$ cat src/hw/ifu_pkg.sv
package ifu_pkg;

    // data and instruction word width
    parameter int xlen = 32;

    // fetch address width
    parameter int addr_w = 32;

    // first fetch address out of reset
    parameter logic [addr_w-1:0] reset_pc = 32'h0000_0000;

    // axi-lite response code, only okay is ever returned here
    typedef enum logic [1:0] {
        okay   = 2'b00,
        exokay = 2'b01,
        slverr = 2'b10,
        decerr = 2'b11
    } axi_resp_e;

    // fetch master states
    typedef enum logic [1:0] {
        // waiting for a pc to fetch
        idle = 2'b00,
        // arvalid up, waiting for arready
        addr = 2'b01,
        // rready up, waiting for rvalid
        data = 2'b10
    } fetch_state_e;

endpackage

$ cat src/hw/pc_gen.sv
module pc_gen
    import ifu_pkg::*;
(
    input  logic              clk,
    input  logic              rst,
    input  logic              pc_advance,
    input  logic              redirect_valid,
    input  logic [addr_w-1:0] redirect_pc,
    output logic [addr_w-1:0] pc
);

    logic [addr_w-1:0] pc_q;
    logic [addr_w-1:0] pc_next;

    // redirect wins over the sequential step
    always_comb begin
        pc_next = pc_q;
        if (redirect_valid) begin
            pc_next = redirect_pc;
        end else if (pc_advance) begin
            pc_next = pc_q + addr_w'(4);
        end
    end

    always_ff @(posedge clk) begin
        if (rst) begin
            pc_q <= reset_pc;
        end else begin
            // fetches are always word aligned
            pc_q <= {pc_next[addr_w-1:2], 2'b00};
        end
    end

    assign pc = pc_q;

endmodule

$ cat config.mk
export PLATFORM = sky130hd
export DESIGN_NAME = pc_gen
export DESIGN_NICKNAME = d
export VERILOG_FILES = /design/src/hw/ifu_pkg.sv /design/src/hw/pc_gen.sv
export SDC_FILE = /design/constraint.sdc
export NUM_CORES = 1
export LEC_CHECK = 0
export ABC_AREA = 0
export BUFFER_PORTS_ARGS = -buffer_cell sky130_fd_sc_hd__buf_2
export CORE_ASPECT_RATIO = 0.7
export CORE_MARGIN = 2
export CORE_UTILIZATION = 45
export DETAILED_ROUTE_END_ITERATION = 6
export GPL_TIMING_DRIVEN = 0
export PLACE_DENSITY = 0.73
export SLEW_MARGIN = 5
export SYNTH_ARGS = -nofsm -noshare
export SYNTH_HDL_FRONTEND = slang
export SYNTH_SLANG_ARGS = --single-unit
$ cat constraint.sdc
create_clock -name clk -period 2.5 [get_ports clk]
set_input_delay 0.125 -clock clk [delete_from_list [all_inputs] [get_ports clk]]
set_output_delay 0.125 -clock clk [all_outputs]
set_load 0.1 [all_outputs]
==> impl_metrics.toml <==
[finish]
final_common_cell = "buf_2"
n_antenna_cell = 0
n_fill_cell = 411
drive_above_1_share_pct = 30.1
nNetsFinal = 358
finalCoreUtilization_pct = 60.2
area_delta_synth_final_pct = 25.3
layout_common_cells = "buf_2, nor2_1, nand2_1"
fin_area_mm2 = 0.00242
largest_register_ffs = 30

[placed_design]
globalplace.congestion = 0.890
placement.io_buffers = 62
dp_hpwl_mm = 4.36
dpl-instance-area_mm2 = 0.00233

[logic_synthesis]
syn_area_per_cell_um2 = 7.69
synthArstFlopShare_pct = 0
synth_edf_count = 0
synth_cells = 251
netlist_area_mm2 = 0.00193
synth_ff_type = "dfxtp_1"
ys_seq_elements = 30
synth_area_leaders = "dfxtp_1, nand4_1, nor2_1, nand2_1, a211oi_1"
synth_top_area_share_pct = 31.1
synth-warning-count = 0
ys_types = 49
ys_seq_area_share_pct = 31.1
synth_top_cell_by_area = "dfxtp_1"

[clock_tree]
cts_root_buf = "clkbuf_8"
clockBufferDepth = 2
hold_buffers = 0
clkTransAtPathRegs_ns = 0.07
cts.repair.resized = 0
cts_tree = "yes"
clk_latency_ns = 0.30
cts_buffers = 5
cts_htree_levels = 2
postCtsSetupRepairBufs = 0
clock-sinks = 30

[pwr]
power.leakage_nw = 0.963
peakVddDrop_mv = 0.372
power_density_mw_per_mm2 = 593

[grt]
grt_pass1_vias = 1977
grt_start_max_net_pins = 11
grt_pass1_wl_mm = 9.71
grt_antenna_before_repair = 0
grt_util_all_layers_pct = 26.6
grt-ovfl-total = 0

[floorplan]
coreArea_mm2 = 0.00402
ioPinCount = 68
die_x_um = 82.3
dieArea_mm2 = 0.00484
core.rowCount = 19
start_util_pct = 48.0
die_h_um = 58.8

[critical_path]
required_ns = 2.68
worst_setup_path_start_kind = "flop"
reg2reg_to = "pc[27]"
cp.arrival_ns = 2.36
cp_max_fo = 10
ff2ff_path_depth = 4
crit-reg2reg-launch = "pc[12]"
critPathKind = "reg -> reg"
cp-startpoint = "pc[12]"
r2r_setup_slack_ns = 0.32
cp-end-kind = "flop"
endpoint = "pc[27]"

[detailed_routing]
ant_nets = 0
drc_errors = 0
vias_per_cell = 6.07
drtIter0Drc = 301
dr.pass1.iters = 5
routedWlPerCell_um = 15.9
drt_wl_total_mm = 5.94
vias = 2272

[timing]
finalCritPeriodShare_pct = 87.3
min_period_ns = 2.18
slew_headroom_pct = 35.9
finalSetupViolations = 0
worst_pin_slew_ns = 0.953
finalHoldViolCount = 0
rsz0062_at_grt = "no"
maxSlewViolCount = 0
tns_ns = 0
fmax_mhz = 458
finClkSkew_ns = 0.00813

[run]
maxCapViolations = 0

[worst_hold_path]
hp-class = "in -> reg"

[run_status]
status = "complete, no violations"
per-stage QoR:
| step | power [mW] | hold slack, ns | instances | setup WS [ns] |
|---|---|---|---|---|
| finish | 1.43 | 0.0617 | 374 | 0.318 |
| CTS | 1.43 | 0.0640 | 374 | 0.353 |
| global placement | 1.01 | 0.359 | 366 | 0.446 |
| global route | 1.49 | 0.0844 | 374 | 0.115 |
| detailed placement | 1.02 | 0.362 | 366 | 0.424 |
| floorplan | 0.921 | 0.262 | 252 | 0.120 |
cell type report:
| cell class | instances | area, um^2 | area share, % |
|---|---|---|---|
| Inverter | 7 | 26.3 | 1.09 |
| Multi-Input combinational cell | 198 | 1230 | 50.8 |
| Buffer | 17 | 77.6 | 3.21 |
| Timing Repair Buffer | 62 | 310 | 12.8 |
| Clock inverter | 1 | 5.00 | 0.207 |
| Sequential cell | 30 | 618 | 25.6 |
| Clock buffer | 7 | 86.3 | 3.57 |
| Tap cell | 52 | 65.1 | 2.69 |
critical path, cell delays in order (launching register included):
cell       delay (ns)
dfxtp_2          0.37
nand4_1          0.24
nor4_2           0.86
a311oi_1         0.22
a2111oi_1        0.38
worst min path at each step:
stage	start	end	slack, ns	cells past startpoint
finish	redirect_pc[3]	pc[3]	0.06	3
global route	redirect_pc[5]	pc[5]	0.08	3
CTS	redirect_pc[3]	pc[3]	0.06	3
detailed placement	redirect_pc[3]	pc[3]	0.36	3
global placement	redirect_pc[3]	pc[3]	0.36	3
floorplan	redirect_pc[5]	pc[5]	0.26	2
routing by layer:
layer / part of all wire, % / global-route usage, % / routed length [um] / vias to the layer above
met5: 0 / 0 / 0 / -
met4: 0.86 / 6.43 / 51 / 0
met3: 9.0 / 6.90 / 537 / 6
met2: 40 / 35.3 / 2360 / 115
met1: 50 / 41.8 / 2990 / 1057
li1: - / - / - / 1094
cells by family (layout without fill, tap and decap cells):
family | Yosys count | in the layout | share of synthesized area [%]
other cells | 1 | 2 | 0.194
flops | 30 | 30 | 31.1
buf+inv | 24 | 94 | 5.38
simple gates | 130 | 130 | 37.9
mux | 1 | 1 | 0.519
xor+xnor | 11 | 11 | 4.99
compound gates | 53 | 53 | 19.2
fa+ha+maj | 1 | 1 | 0.648
cells in the mapped netlist, drive strengths merged (3+ instances only):
cell type	number
a2111oi	4
a211oi	11
a21oi	13
a311oi	7
and3	9
buf	8
clkbuf	9
dfxtp	30
inv	6
nand2	23
nand3	14
nand4	16
nor2	24
nor2b	3
nor3	5
nor3b	7
nor4	11
o211ai	3
o21ai	5
or3	3
or4	4
xnor2	6
xor2	5
where the power goes:
part	switching (mW)	internal (mW)	total (mW)
Sequential	0.0518	0.515	0.567
Combinational	0.349	0.0921	0.441
Clock	0.203	0.222	0.425
Total	0.604	0.829	1.43
No activity file was read; power rests on OpenSTA's default activity.
