File: config.mk
export PLATFORM = sky130hd
export DESIGN_NAME = inst_fetch
export DESIGN_NICKNAME = d
export VERILOG_FILES = /design/src/hw/ifu_pkg.sv /design/src/hw/inst_fetch.sv
export SDC_FILE = /design/constraint.sdc
export NUM_CORES = 1
export LEC_CHECK = 0
export BUFFER_PORTS_ARGS = -buffer_cell sky130_fd_sc_hd__buf_2
export CAP_MARGIN = 20
export CORE_MARGIN = 2
export CORE_UTILIZATION = 35
export CTS_CLUSTER_DIAMETER = 50
export DETAILED_ROUTE_END_ITERATION = 8
export GPL_ROUTABILITY_DRIVEN = 0
export PLACE_DENSITY_LB_ADDON = 0.25
export SLEW_MARGIN = 30
export SYNTH_ARGS = -nofsm -noshare
export SYNTH_HDL_FRONTEND = slang
export SYNTH_SLANG_ARGS = --single-unit
File: constraint.sdc
create_clock -name clk -period 8.9 [get_ports clk]
set_input_delay 0.89 -clock clk [delete_from_list [all_inputs] [get_ports clk]]
set_output_delay 0.89 -clock clk [all_outputs]
set_load 0.01 [all_outputs]
File: src/hw/ifu_pkg.sv
package ifu_pkg;

    // data and instruction word width
    parameter int xlen = 32;

    // fetch address width
    parameter int addr_w = 32;

    // first fetch address out of reset
    parameter logic [addr_w-1:0] reset_pc = 32'h0000_0000;

    // axi-lite response code, only okay is ever returned here
    typedef enum logic [1:0] {
        okay   = 2'b00,
        exokay = 2'b01,
        slverr = 2'b10,
        decerr = 2'b11
    } axi_resp_e;

    // fetch master states
    typedef enum logic [1:0] {
        // waiting for a pc to fetch
        idle = 2'b00,
        // arvalid up, waiting for arready
        addr = 2'b01,
        // rready up, waiting for rvalid
        data = 2'b10
    } fetch_state_e;

endpackage

File: src/hw/inst_fetch.sv
module inst_fetch
    import ifu_pkg::*;
(
    input  logic              clk,
    input  logic              rst,
    input  logic              fetch_enable,
    input  logic              redirect_valid,
    input  logic [addr_w-1:0] pc,
    input  logic              space,
    output logic              pc_advance,
    output logic              arvalid,
    output logic [addr_w-1:0] araddr,
    input  logic              arready,
    input  logic              rvalid,
    input  logic [xlen-1:0]   rdata,
    input  axi_resp_e         rresp,
    output logic              rready,
    output logic              push,
    output logic [xlen-1:0]   push_inst,
    output logic [addr_w-1:0] push_pc,
    output logic              claim
);

    // addi x0, x0, 0 stands in for a word that came back with an error
    localparam logic [xlen-1:0] nop_inst = xlen'(32'h0000_0013);

    fetch_state_e      state;
    logic [addr_w-1:0] req_pc;
    logic              stale;
    logic              issue;
    logic              ar_hs;
    logic              r_hs;

    // no fetch while the pc is being replaced this cycle
    assign issue = (state == idle) && fetch_enable && space && !redirect_valid;
    assign ar_hs = arvalid && arready;
    assign r_hs  = rvalid && rready;

    assign arvalid    = (state == addr);
    assign rready     = (state == data);
    assign araddr     = req_pc;
    assign pc_advance = ar_hs;
    assign claim      = issue;

    // a read issued before a redirect never reaches the queue
    assign push      = r_hs && !stale && !redirect_valid;
    assign push_inst = (rresp == okay) ? rdata : nop_inst;
    assign push_pc   = req_pc;

    always_ff @(posedge clk) begin
        if (rst) begin
            state <= idle;
            stale <= 1'b0;
        end else begin
            case (state)
                idle: begin
                    if (issue) begin
                        state <= addr;
                    end
                end
                addr: begin
                    if (ar_hs) begin
                        // accepted in the redirect cycle, so already stale
                        state <= data;
                        stale <= redirect_valid;
                    end else if (redirect_valid) begin
                        state <= idle;
                    end
                end
                data: begin
                    if (r_hs) begin
                        state <= idle;
                        stale <= 1'b0;
                    end else if (redirect_valid) begin
                        stale <= 1'b1;
                    end
                end
                default: begin
                    state <= idle;
                end
            endcase
        end
    end

    // tag for the response
    always_ff @(posedge clk) begin
        if (issue) begin
            req_pc <= pc;
        end
    end

endmodule

==> flow_metrics.env <==
export IMPL_port_buffers=173
export IMPL_ys_seq_elements=35
export IMPL_final_setup_tns_ps=0
export IMPL_power_switching_mw=0.0758
export IMPL_worstSetupPathType="in -> out"
export IMPL_die_area_um2=5120
export IMPL_p_total_mw=0.337
export IMPL_grt_max_degree=33
export IMPL_min_period_ps=2850
export IMPL_seq_area_um2=1020
export IMPL_critPathRequiredTime_ps=8010
export IMPL_synth_warnings=0
export IMPL_post_route_drc_count=0
export IMPL_async_flop_share_pct=0
export IMPL_r2r_cells=3
export IMPL_internal_power_mw=0.261
export IMPL_max_slew_margin_pct=50.0
export IMPL_antenna_found_initial=0
export IMPL_synth_top_cell_area_share_pct=60.2
export IMPL_grt_util_all_layers_pct=14.9
export IMPL_rrSetupSlack_ps=7400
export IMPL_cts_made_buffers=5
export IMPL_cts_hold_buf=0
export IMPL_placementRows=24
export IMPL_hold_depth=1
export IMPL_fmax_ghz=0.350
export IMPL_worst_path_max_fanout=29
export IMPL_drt_initial_drc_count=51
export IMPL_clkTransAtPathRegs_ps=60
export IMPL_hpwl_mm=3.29
export IMPL_syn_area_um2=1600
export IMPL_crit_start="rresp[1]"
export IMPL_setup_viol=0
export IMPL_powerDensity_nw_per_um2=142
export IMPL_final_layout_size_suffix_gt1_share_pct=69.5
export IMPL_post_route_util_pct=54.0
export IMPL_worstSetupEndpointType="output port"
export IMPL_skew_ps=5.20
export IMPL_place_worst_setup_slack_ps=6050
export IMPL_irDropWorstVdd_uv=96.6
export IMPL_hp_class="reg -> reg"
export IMPL_fin_nets=339
export IMPL_r2r_start="state[0]"
export IMPL_ys_flop_type="edfxtp_1"
export IMPL_synth_top_cells_by_count="32 x buf_4, 32 x edfxtp_1, 29 x and2_1"
export IMPL_grt_pass1_wl_mm=5.87
export IMPL_clkSinkCount=35
export IMPL_syn_avg_cell_area_um2=13.3
export IMPL_slew_violations=0
export IMPL_hp_start="state[1]"
export IMPL_fp_dieW_um=71.5
export IMPL_power_leakage_nw=1.21
export IMPL_hold_ws_ps=550
export IMPL_rsz0062_at_grt="false"
export IMPL_start_util_pct=36.4
export IMPL_coreArea_um2=4380
export IMPL_clock_power_share_pct=30.7
export IMPL_drv_cap=0
export IMPL_grt_pass1_vias=1245
export IMPL_cts_tree="built"
export IMPL_critPathArrivalTime_ps=1960
export IMPL_first_pass_iters=4
export IMPL_synth_seq_area_share_pct=63.9
export IMPL_p_seq_share_pct=55.5
export IMPL_overflow=0
export IMPL_routedWlPerCell_um=12.8
export IMPL_outcome="finished clean"
export IMPL_nFillCells=404
export IMPL_io_pin_count=174
export IMPL_timing_final_crit_share_pct=32.1
export IMPL_area_growth_syn_to_layout_pct=48.4
export IMPL_yosys_area_top_type="edfxtp_1"
export IMPL_wirelength_mm=4.08
export IMPL_cp_start_kind="primary input"
export IMPL_htree_num_levels=2
export IMPL_power_frac_comb_pct=13.7
export IMPL_switching_share_pct=22.5
export IMPL_multi_input_area_um2=325
export IMPL_cts_setup_buffers=0
export IMPL_die_h_um=71.5
export IMPL_clk_latency_ps=280
export IMPL_setup_ws_ps=6050
export IMPL_synth_edff_count=32
export IMPL_cts_resized_gates=0
export IMPL_clockBufferDepth=2
export IMPL_synthTopCellsByArea="edfxtp_1 60%, buf_4 15%, and2_1 11%, dfxtp_1 3.8%, or3_1 1.2%"
export IMPL_final_hold_violation_count=0
export IMPL_antenna_left=0
export IMPL_avgViaCountPerCell=4.24
export IMPL_syn_nets=193
export IMPL_clock_tree_root_cell="clkbuf_8"
export IMPL_worst_slew_pin_slew_ps=749
export IMPL_synthDistinctLibCells=22
export IMPL_via_count=1354
export IMPL_syn_inst=120
[layout make-up]
class,count,area share (%)
sequential,35,43.1
timing repair buffer,174,36.9
multi-input combinational,49,13.7
clock buffer,5,2.91
tap,52,2.75
clock inverter,2,0.370
inverter,1,0.158
antenna,1,0.106
[cells in the final DEF (no fill, tap or decap), types with 2 or more instances in the layout]
cell type	instances
edfxtp_1	32
and2b_1	2
buf_2	173
nand2_1	2
and2_1	29
or3_1	3
clkbuf_8	5
dfxtp_1	3
[per-layer routing]
| metal | global-route usage (%) | share of wire [%] |
|---|---|---|
| met1 | 17.3 | 39 |
| met2 | 24.9 | 53 |
| met3 | 6.47 | 7.2 |
| met4 | 5.03 | 0.64 |
| met5 | 0 | 0 |
[path summary, 6_finish.rpt]
| kind | end |
|---|---|
| worst max-delay path | push_inst[29] |
| worst max register to register | araddr[2] |
| worst min register to register | state[0] |
| worst min-delay path | state[0] |
[critical path, cell delays in order]
cell and delay [ps]:
buf_2 120, nor2_2 590, and2_1 220, buf_2 130
[state kept, by name, indices dropped and copies added, names as in the netlist]
name,count
state,2
stale,1
araddr,32
[power by group through the flow]
stage | Combinational (mW) | Clock (mW) | Sequential [mW]
after global routing | 0.0508 | 0.114 | 0.188
after floorplan | 0.0195 | 0 | 0.193
after CTS | 0.0468 | 0.108 | 0.187
final | 0.0462 | 0.103 | 0.187
after global placement | 0.0456 | 0 | 0.190
after detailed placement | 0.0467 | 0 | 0.191
[cell families (layout without fill, tap and decap cells)]
kind of cell	after synthesis	after routing	share of synthesized area [%]
AND/OR/NAND/NOR	44	44	16.9
buffers and inverters	36	182	16.1
other	0	1	0
flip-flops	35	35	63.9
AO/OA/AOI/OAI	5	5	2.98
[metrics by stage]
step	instances	cell area, µm²
floorplan	120	1600
global route	318	2370
finish	319	2370
global placement	311	2290
CTS	318	2370
detailed placement	311	2290
Power figures use the tool's default switching activity.
