[config.mk]
export PLATFORM = sky130hd
export DESIGN_NAME = fetch_queue
export DESIGN_NICKNAME = d
export VERILOG_FILES = /design/src/hw/ifu_pkg.sv /design/src/hw/fetch_queue.sv
export SDC_FILE = /design/constraint.sdc
export NUM_CORES = 1
export LEC_CHECK = 0
export BUFFER_PORTS_ARGS = -buffer_cell sky130_fd_sc_hd__buf_4
export CORE_UTILIZATION = 57
export CTS_CLUSTER_SIZE = 40
export DETAILED_ROUTE_END_ITERATION = 10
export GPL_ROUTABILITY_DRIVEN = 1
export HOLD_SLACK_MARGIN = 0.1
export PLACE_DENSITY_LB_ADDON = 0.15
export SLEW_MARGIN = 20
export SYNTH_ARGS = -nofsm -noshare
export SYNTH_HDL_FRONTEND = slang
export SYNTH_SLANG_ARGS = --single-unit
[constraint.sdc]
create_clock -name clk -period 3.8 [get_ports clk]
set_clock_uncertainty 0.15 [all_clocks]
set_input_delay 0.19 -clock clk [delete_from_list [all_inputs] [get_ports clk]]
set_output_delay 0.19 -clock clk [all_outputs]
set_load 0.05 [all_outputs]
[src/hw/ifu_pkg.sv]
package ifu_pkg;

    // data and instruction word width
    parameter int xlen = 32;

    // fetch address width
    parameter int addr_w = 32;

    // first fetch address out of reset
    parameter logic [addr_w-1:0] reset_pc = 32'h0000_0000;

    // axi-lite response code, only okay is ever returned here
    typedef enum logic [1:0] {
        okay   = 2'b00,
        exokay = 2'b01,
        slverr = 2'b10,
        decerr = 2'b11
    } axi_resp_e;

    // fetch master states
    typedef enum logic [1:0] {
        // waiting for a pc to fetch
        idle = 2'b00,
        // arvalid up, waiting for arready
        addr = 2'b01,
        // rready up, waiting for rvalid
        data = 2'b10
    } fetch_state_e;

endpackage

[src/hw/fetch_queue.sv]
module fetch_queue
    import ifu_pkg::*;
#(
    parameter int queue_depth = 4,
    parameter int max_credits = 4
) (
    input  logic              clk,
    input  logic              rst,
    input  logic              flush,
    input  logic              claim,
    input  logic              push,
    input  logic [xlen-1:0]   push_inst,
    input  logic [addr_w-1:0] push_pc,
    output logic              space,
    output logic              inst_valid,
    output logic [xlen-1:0]   inst,
    output logic [addr_w-1:0] inst_pc,
    input  logic              credit_return
);

    localparam int ptr_w  = $clog2(queue_depth);
    localparam int cnt_w  = $clog2(queue_depth + 1);
    localparam int cred_w = $clog2(max_credits + 1);

    logic [xlen-1:0]   inst_mem [queue_depth];
    logic [addr_w-1:0] pc_mem   [queue_depth];
    logic [ptr_w-1:0]  rd_ptr;
    logic [ptr_w-1:0]  wr_ptr;
    logic [cnt_w-1:0]  count;
    logic [cnt_w-1:0]  reserved;
    logic [cred_w-1:0] credits;
    logic              send;

    function automatic logic [ptr_w-1:0] ptr_inc(input logic [ptr_w-1:0] p);
        return (p == ptr_w'(queue_depth - 1)) ? '0 : p + ptr_w'(1);
    endfunction

    // entries plus slots promised to an in-flight read
    assign space = ({1'b0, count} + {1'b0, reserved}) < (cnt_w + 1)'(queue_depth);

    // the redirect cycle sends nothing, old entries are gone next edge
    assign send       = (count != '0) && (credits != '0) && !flush;
    assign inst_valid = send;
    assign inst       = inst_mem[rd_ptr];
    assign inst_pc    = pc_mem[rd_ptr];

    always_ff @(posedge clk) begin
        if (rst || flush) begin
            rd_ptr   <= '0;
            wr_ptr   <= '0;
            count    <= '0;
            reserved <= '0;
        end else begin
            if (push) begin
                wr_ptr <= ptr_inc(wr_ptr);
            end
            if (send) begin
                rd_ptr <= ptr_inc(rd_ptr);
            end
            count    <= count + cnt_w'(push) - cnt_w'(send);
            reserved <= reserved + cnt_w'(claim) - cnt_w'(push);
        end
    end

    // credits survive a flush
    always_ff @(posedge clk) begin
        if (rst) begin
            credits <= '0;
        end else begin
            credits <= credits + cred_w'(credit_return) - cred_w'(send);
        end
    end

    always_ff @(posedge clk) begin
        if (push && !flush) begin
            inst_mem[wr_ptr] <= push_inst;
            pc_mem[wr_ptr]   <= push_pc;
        end
    end

endmodule

==> results.toml <==
[setup_path]
reg2reg_from = "count[1]"
max_stage_delay_ns = 0.61
critPathArrivalTime_ns = 2.38
critPathLaunchType = "flop"
worstPathRequired_ns = 3.46
cp_top_family = "buffers and inverters"
rrSetupSlack_ns = 1.34
r2r_end = "count[2]"
r2r_cells = 9
path_max_fanout = 20
crit_slowest_cell = "dfxtp_4"
critPathKind = "reg -> out"
crit_path_frequent_cell = "buf_4"
cp_cell_sequence = "buf_4, mux4_2, buf_4"
path_buf_inv = 2
critPathCaptureType = "output port"

[grt]
antenna_found_initial = 0
grt_pass1_wl_um = 27000
grt_pass1_vias = 5174
grt_max_degree = 65
overflow = 0
grt_usage_pct = 19.8

[cts]
cts_max_level = 1
clockBufferDepth = 3
clock-sinks = 271
cts_root_buf = "clkbuf_16"
clk_latency_ns = 0.53
tritoncts = "yes"
clkSlewWorstSetupHoldPaths_ns = 0.06
cts-resized-gates = 0
cts_buffers = 27

[layout]
drive_gt1_share_pct = 36.9
area_growth_pct = 26.8
seq_area_um2 = 8000
nFillCells = 1003
multiInputGateArea_um2 = 1960
antenna_cells = 0
nets = 722

[sta]
fin_crit_ns = 2.72
setup_viol = 0
rsz0062_at_grt = "false"
worstMarginPinSlew_ns = 0.994
timing.slew.headroom_pct = 33.7
fmax_ghz = 0.368
period_share_pct = 71.5
slew_violations = 0
fin_setup_tns_ns = 0
setup_ws_ns = 1.08
hold_violations = 0

[logic_synthesis]
synth_top_family_by_area = "multiplexers"
synth_area_leaders = "edfxtp_1 76%, mux4_2 13%, dfxtp_1 3.0%"
synthMuxAreaShare_pct = 15.0
netlist-cell-type-count = 24
yosysWarnings = 0
syn_area_per_cell_um2 = 24.3
synth_nets = 501
yosysSeqAreaShare_pct = 78.8
synth_edf_count = 256
synth-simple-area-share_pct = 1.60
synthArstFlopShare_pct = 0
synth_compound_area_share_pct = 0.0987
syn-cell-area_um2 = 10100
synthTopCellsByCount = "256 x edfxtp_1, 60 x mux4_2, 15 x dfxtp_1, 11 x ha_1"
yosysTopAreaCellShare_pct = 75.8
synth_fa_ha_area_share_pct = 1.95
synthFlopType = "edfxtp_1"
synthMostInstantiatedCell = "edfxtp_1"
synth_seq_cells = 271
yosysTopAreaCell = "edfxtp_1"
synth_cells = 417
yosys.area_share.xor_xnor_pct = 0.605

[detailed_routing]
routedWlPerCell_um = 20.1
first_iter_violations = 231
drt-total-wl_um = 17700
dr.pass1.iters = 4
vias = 4782
ant_nets = 0
vias_per_cell = 5.42
drc_errors = 0

[floorplanning]
die_w_um = 135
initial_utilization_pct = 58.4
pin_count = 136
rows = 48
dieArea_um2 = 18300
die_h_um = 135
coreArea_um2 = 17400

[min_path]
holdPathStages = 2
hold_class = "in -> reg"
hold-path-endpoint = "inst_mem[0][15]"
worstHoldStart = "push_inst[15]"

[placement]
portBuffers = 135
place_hpwl_um = 10000
gp_congestion = 0.714
dp_slack_ns = 1.35

[pwr]
power_density_nw_per_um2 = 501
vdd_drop_max_uv = 410
leakage_uw = 0.00439

[flow_run]
maxCapViolations = 0

[run_status]
status = "completed"
## sequential cells by signal, indices dropped and copies added, names as in the netlist, named ones only
signal    count
rd_ptr        2
inst_mem    128
wr_ptr        2
count         3
reserved      3
pc_mem      128
credits       3
## cell families (layout without fill, tap and decap cells)
logic type | Yosys count | in the layout
fa+ha+maj | 14 | 14
mux | 70 | 70
flops | 271 | 271
buf+inv | 23 | 264
compound gates | 2 | 2
simple gates | 30 | 30
xor+xnor | 7 | 7
## how the worst max path moves through the flow
stage	start	slack (ns)	endpoint	cells after the start
6_report	flop	1.08	inst[30]	3
5_1_grt	flop	0.93	inst[30]	3
4_1_cts	flop	0.99	inst[30]	3
3_5_place_dp	count[1]	1.35	count[2]	9
3_3_place_gp	count[1]	1.52	count[2]	9
2_1_floorplan	wr_ptr[0]	1.17	inst_mem[3][0]	2
## placed cells by master (no fill, tap or decap), drive strengths merged, types with 6 or more instances in the layout
master and n:
edfxtp 256, buf 137, dlygate4sd3 69, mux4 64, clkbuf 38, dfxtp 15
ha 11, inv 10, clkinv 8, and2 8, xnor2 7, nor3 6
mux2i 6
## per-layer routing
metal	global-route usage, %	share of wire [%]
met2	35.4	53
met1	24.5	40
met4	6.68	2.1
met5	0	0
met3	3.59	4.7
## stage by stage
step	util (%)	total power (uW)	cell area (um2)	hold slack, ns	instances
detailed placement	65.2	3930	11300	0.243	765
CTS	74.1	6500	12900	0.230	883
global placement	65.2	3910	11300	0.238	765
finish	74.1	6440	12900	0.256	883
global route	74.1	6650	12900	0.243	883
floorplan	-	3740	10100	0.111	417
## where the power goes
| part | leakage (uW) | switching, uW | total, uW | internal (uW) |
|---|---|---|---|---|
| registers | 0.00245 | 28.1 | 3360 | 3330 |
| clock network | 0.000421 | 1020 | 2520 | 1500 |
| logic | 0.00152 | 315 | 560 | 246 |
| total | 0.00439 | 1370 | 6440 | 5080 |
## what timing repair did
item | CTS | global route
setup buffers | 0 | 0
hold endpoints to repair | 271 | 0
hold buffers | 69 | 0
setup endpoints to repair | 0 | 0
## cell type report
type | count | share of cell area, %
clock buffer | 38 | 5.81
clock inverter | 11 | 0.817
inverter | 9 | 0.302
timing repair buffer | 206 | 13.5
multi-input combinational | 123 | 15.2
sequential | 271 | 62.2
tap | 225 | 2.19
(Power assumes the default switching activity.)
